File: config.mk
export PLATFORM = sky130hd
export DESIGN_NAME = dcache_request_stage
export DESIGN_NICKNAME = d
export VERILOG_FILES = /design/src/source/cache_pkg.sv /design/src/source/dcache_request_stage.sv
export VERILOG_INCLUDE_DIRS = /design/src /design/src/include
export SDC_FILE = /design/constraint.sdc
export NUM_CORES = 1
export LEC_CHECK = 0
export BUFFER_PORTS_ARGS = -buffer_cell sky130_fd_sc_hd__buf_4
export CORE_UTILIZATION = 37
export CTS_CLUSTER_DIAMETER = 100
export CTS_CLUSTER_SIZE = 30
export DETAILED_ROUTE_END_ITERATION = 8
export PLACE_DENSITY_LB_ADDON = 0.08
export SYNTH_ARGS = -nofsm -noshare
export SYNTH_HDL_FRONTEND = slang
export SYNTH_SLANG_ARGS = --single-unit
File: constraint.sdc
create_clock -name clk -period 1.9 [get_ports clk]
set_input_delay 0 -clock clk [delete_from_list [all_inputs] [get_ports clk]]
set_output_delay 0 -clock clk [all_outputs]
set_load 0.02 [all_outputs]
File: src/include/dcache_settings.svh
`ifndef DCACHE_SETTINGS_SVH
`define DCACHE_SETTINGS_SVH

// cpu address split, tag | index | byte offset
`define DCACHE_ADDR_W 32
`define DCACHE_TAG_W 20
`define DCACHE_INDEX_W 8
`define DCACHE_OFFSET_W 4

// data path
`define DCACHE_WORD_W 32
`define DCACHE_LINE_WORDS 4

`endif

File: src/source/cache_pkg.sv
`default_nettype none

`include "dcache_settings.svh"

package cache_pkg;

    typedef logic [`DCACHE_WORD_W-1:0] word_t;
    typedef logic [`DCACHE_WORD_W/8-1:0] wsel_t;

    typedef logic [`DCACHE_TAG_W-1:0] tag_t;
    typedef logic [`DCACHE_INDEX_W-1:0] index_t;
    typedef logic [`DCACHE_OFFSET_W-1:0] offset_t;

    typedef struct packed {
        tag_t tag;
        index_t index;
        offset_t offset;
    } addr_fields_t;

    // bus view and lookup view of one address
    typedef union packed {
        word_t raw;
        addr_fields_t fields;
    } addr_u;

    // word 0 sits in the low bits
    typedef word_t [`DCACHE_LINE_WORDS-1:0] line_t;

    typedef struct packed {
        logic valid;
        tag_t tag;
    } tagv_t;

    typedef struct packed {
        logic rvalid;
        logic wvalid;
        addr_u addr;
        wsel_t wsel;
        word_t wdata;
    } cpu_req_t;

    typedef enum logic [1:0] {
        IDLE,
        WRITEBACK,
        FILL
    } miss_state_e;

endpackage

`default_nettype wire

File: src/source/dcache_request_stage.sv
`default_nettype none

module dcache_request_stage (
    input  logic                clk,
    input  logic                rst,
    input  cache_pkg::cpu_req_t cpu_req_i,
    input  logic                stall_i,
    output cache_pkg::cpu_req_t stage_req_o,
    output cache_pkg::index_t   read_index_o
);

    cache_pkg::cpu_req_t stage_q;

    //////////////////////////////////////////////////
    // stage 2 request register
    //////////////////////////////////////////////////

    // request flags
    always_ff @(posedge clk) begin
        if (!rst) begin
            stage_q.rvalid <= 1'b0;
            stage_q.wvalid <= 1'b0;
        end else if (!stall_i) begin
            stage_q.rvalid <= cpu_req_i.rvalid;
            stage_q.wvalid <= cpu_req_i.wvalid;
        end
    end

    // address and write payload
    always_ff @(posedge clk) begin
        if (!stall_i) begin
            stage_q.addr  <= cpu_req_i.addr;
            stage_q.wsel  <= cpu_req_i.wsel;
            stage_q.wdata <= cpu_req_i.wdata;
        end
    end

    assign stage_req_o = stage_q;

    //////////////////////////////////////////////////
    // array read index
    //////////////////////////////////////////////////

    // keep the held line on the array outputs while stalled
    assign read_index_o = stall_i ? stage_q.addr.fields.index
                                  : cpu_req_i.addr.fields.index;

endmodule

`default_nettype wire

== Word level (Yosys, flattened, before mapping) ==
Cells that the tools add are included.

* Flip-flop bits (word level): 70
* Input bits: 73
* Output and inout bits: 78
* Logic and storage cells: 6

* Multiplexer cells: 1

{| class="wikitable"
|+ Operators by type and width
! kind !! number
|-
| 2-to-1 mux 8 bit || 1
|}

== Depth between registers and ports, before layout ==
* Depth in word-level cells: 1
* Depth in mapped cells: 3
* Depth with buffers taken out: 2

== Worst setup path before layout ==
OpenSTA, ideal clock, no wires.

* Path kind: in2reg
* From: in stall_i
* To: reg stage_q (netlist bit stage_req_o[0]) (enable)
* Setup time: 0.422 ns
* Data arrival time: 1.456 ns
* Data required time: 1.478 ns
* Slack: 0.022 ns
* Stages: 2
* Path buffers: 1
* Path through: buf_6 inv_1

{| class="wikitable"
|+ RTL lines
! element !! RTL line !! RTL
|-
| start: declaration || dcache_request_stage.sv:7 || <nowiki>input logic stall_i,</nowiki>
|-
| end: declaration || dcache_request_stage.sv:12 || <nowiki>cache_pkg::cpu_req_t stage_q;</nowiki>
|}

No word-level cell between the ends.

==> flow_summary.toml <==
[outcome]
status = "completed"

[sta]
finalHoldViolCount = 0
timing.setup.tns_ps = 0
clock_skew_ps = 0
tightest_slew_ps = 483
timing.final.crit_share_pct = 62.7
slew_headroom_pct = 67.8
max_freq_ghz = 0.839
whs_ps = 78.5
final-max-slew-violation-count = 0
rsz0062_at_grt = "no"
period_needed_ps = 1190
final-setup-viol-count = 0

[drt]
num_vias = 1696
viasPerCell = 4.30
post_drt_wl_per_cell_microns = 14.1
drt_iter0_drc = 50
drc = 0
dr.pass1.iters = 4
finalWirelength_mm = 5.55
ant_nets = 0

[logic_synthesis]
synth-seq-cells = 70
yosysTopAreaCell = "edfxtp_1"
synth.area.top_cells = "edfxtp_1 (92%), mux2_2 (4.1%), dfxtp_1 (1.8%)"
syn-num-nets = 157
yosys_warnings = 0
postSynthCellCount = 84
yosysMostFrequentCell = "edfxtp_1"
synth.distinct_cells = 7
syn_area_per_cell_sq_um = 26.4
synth_edf_count = 68
netlist_area_sq_um = 2220
synth_top_area_share_pct = 92.0
synthTopCellsByCount = "edfxtp_1 (68), mux2_2 (8), dfxtp_1 (2), mux2i_1 (2), nor2b_1 (2)"
seq_area_frac_synth_pct = 93.8
async_flop_share_pct = 0
ys.flop_type = "edfxtp_1"

[hold_path]
min-delay-path-class = "input port to flop"
worstHoldStart = "stall_i"
whs_endpoint = "stage_req_o[68]"
min_path_cells = 3

[cts]
postCtsResizedCells = 0
clkLatencyLatePin_ps = 320
clock_sinks = 70
numCtsBuffers = 9
cts_root_buffer = "clkbuf_8"
h-tree-depth = 3
path_clk_slew_ps = 70
hold_buffers = 71
postCtsSetupRepairBufs = 0
clockBufferDepth = 2
cts_tree = "done"

[grt]
antenna_found_initial = 0
grt_pass1_vias = 1659
grt_usage_pct = 17.8
grt_pass1_wl_mm = 7.98
overflow = 0
grt_max_degree = 26

[cells_and_area]
largest_register_ff_count = 70
fin_area_sq_um = 4360
nets = 390
post_route_cells_drive_above_1_share_pct = 53.7
n_antenna_cell = 0
area_growth_pct = 96.3
final_util_pct = 77.2

[placement]
dpl_cell_area_sq_um = 3460
routabilityCongestion = 0.709
io_buffers = 150
dp_hpwl_mm = 3.49

[power_and_ir_drop]
pwr_density_cell_nw_per_um2 = 835
power_mw = 3.64
leakagePower_nw = 1.86
ir_worst_vdd_mv = 0.673

[flow_run]
cap_violations = 0

[die]
die_width_microns = 79.5
coreArea_sq_um = 5640
dieHeight_microns = 79.5
dieArea_sq_um = 6310
ios = 151
start_util_pct = 39.3
rows = 27

[critical_path]
ff2ff_setup_slack_ps = 710
crit_type = "flop to flop"
timing.rr.start = "stage_req_o[69]"
critPathArrivalTime_ps = 1410
cp_max_fo = 2
end_kind = "flop"
r2r_cells = 3
crit_path_start_kind = "flop"
r2r_end = "stage_req_o[69]"
cp.required_ps = 2120
where the power goes:
part	total, mW	internal (mW)	switching, mW
Clock	1.10	0.596	0.499
Combinational	0.678	0.370	0.308
Sequential	1.87	1.83	0.0382
cell families (layout without fill, tap and decap cells):
group                  after synthesis  in the layout  share of synthesized area, %
buffers and inverters                2            240                         0.676
muxes                               10             10                          4.96
and+or+nand+nor                      2              2                         0.564
DFF                                 70             70                          93.8
cells in the final DEF (no fill, tap or decap), drive strengths merged:
cell type | netlist | final
inv | 1 | 1
mux2 | 8 | 8
buf | 1 | 152
dfxtp | 2 | 2
nor2b | 2 | 2
clkbuf | 0 | 11
bufinv | 0 | 1
mux2i | 2 | 2
dlygate4sd3 | 0 | 71
clkinv | 0 | 3
clkinvlp | 0 | 1
edfxtp | 68 | 68
area by class of cell:
class                           instances  area (sq um)
Multi-Input combinational cell         12           123
Clock buffer                           11           131
Inverter                                1          3.75
Tap cell                               72          90.1
Clock inverter                          5          50.0
Sequential cell                        70          2080
Fill cell                             354          1280
Timing Repair Buffer                  223          1880
worst max-delay path, stage by stage, from the launching register on:
cell and delay (ps):
dfxtp_1 330, mux2i_1 160, nor2b_1 60, dlygate4sd3_1 540
worst max-delay path by stage:
stage	startpoint	end	slack [ps]	cells past startpoint
final	stage_req_o[69]	stage_req_o[69]	710	3
after global routing	stage_req_o[40]	read_index_o[0]	670	2
after floorplan	stall_i	stage_req_o[0]	20	2
after CTS	stage_req_o[46]	read_index_o[6]	720	2
after global placement	stall_i	stage_req_o[50]	760	3
after detailed placement	stall_i	stage_req_o[12]	770	3
layer usage:
metal	vias up	share of wire, %	global-route usage, %
met4	0	2.7	10.5
met5	-	0	0
met3	14	7.9	5.26
met1	786	36	18.4
met2	97	53	31.8
li1	799	-	-
stage by stage:
step                      worst slack, ps  cells
after detailed placement              767    307
after global placement                762    307
after CTS                             721    394
after global routing                  674    394
after floorplan                      22.3     84
final                                 708    394
Power figures use the tool's default switching activity.
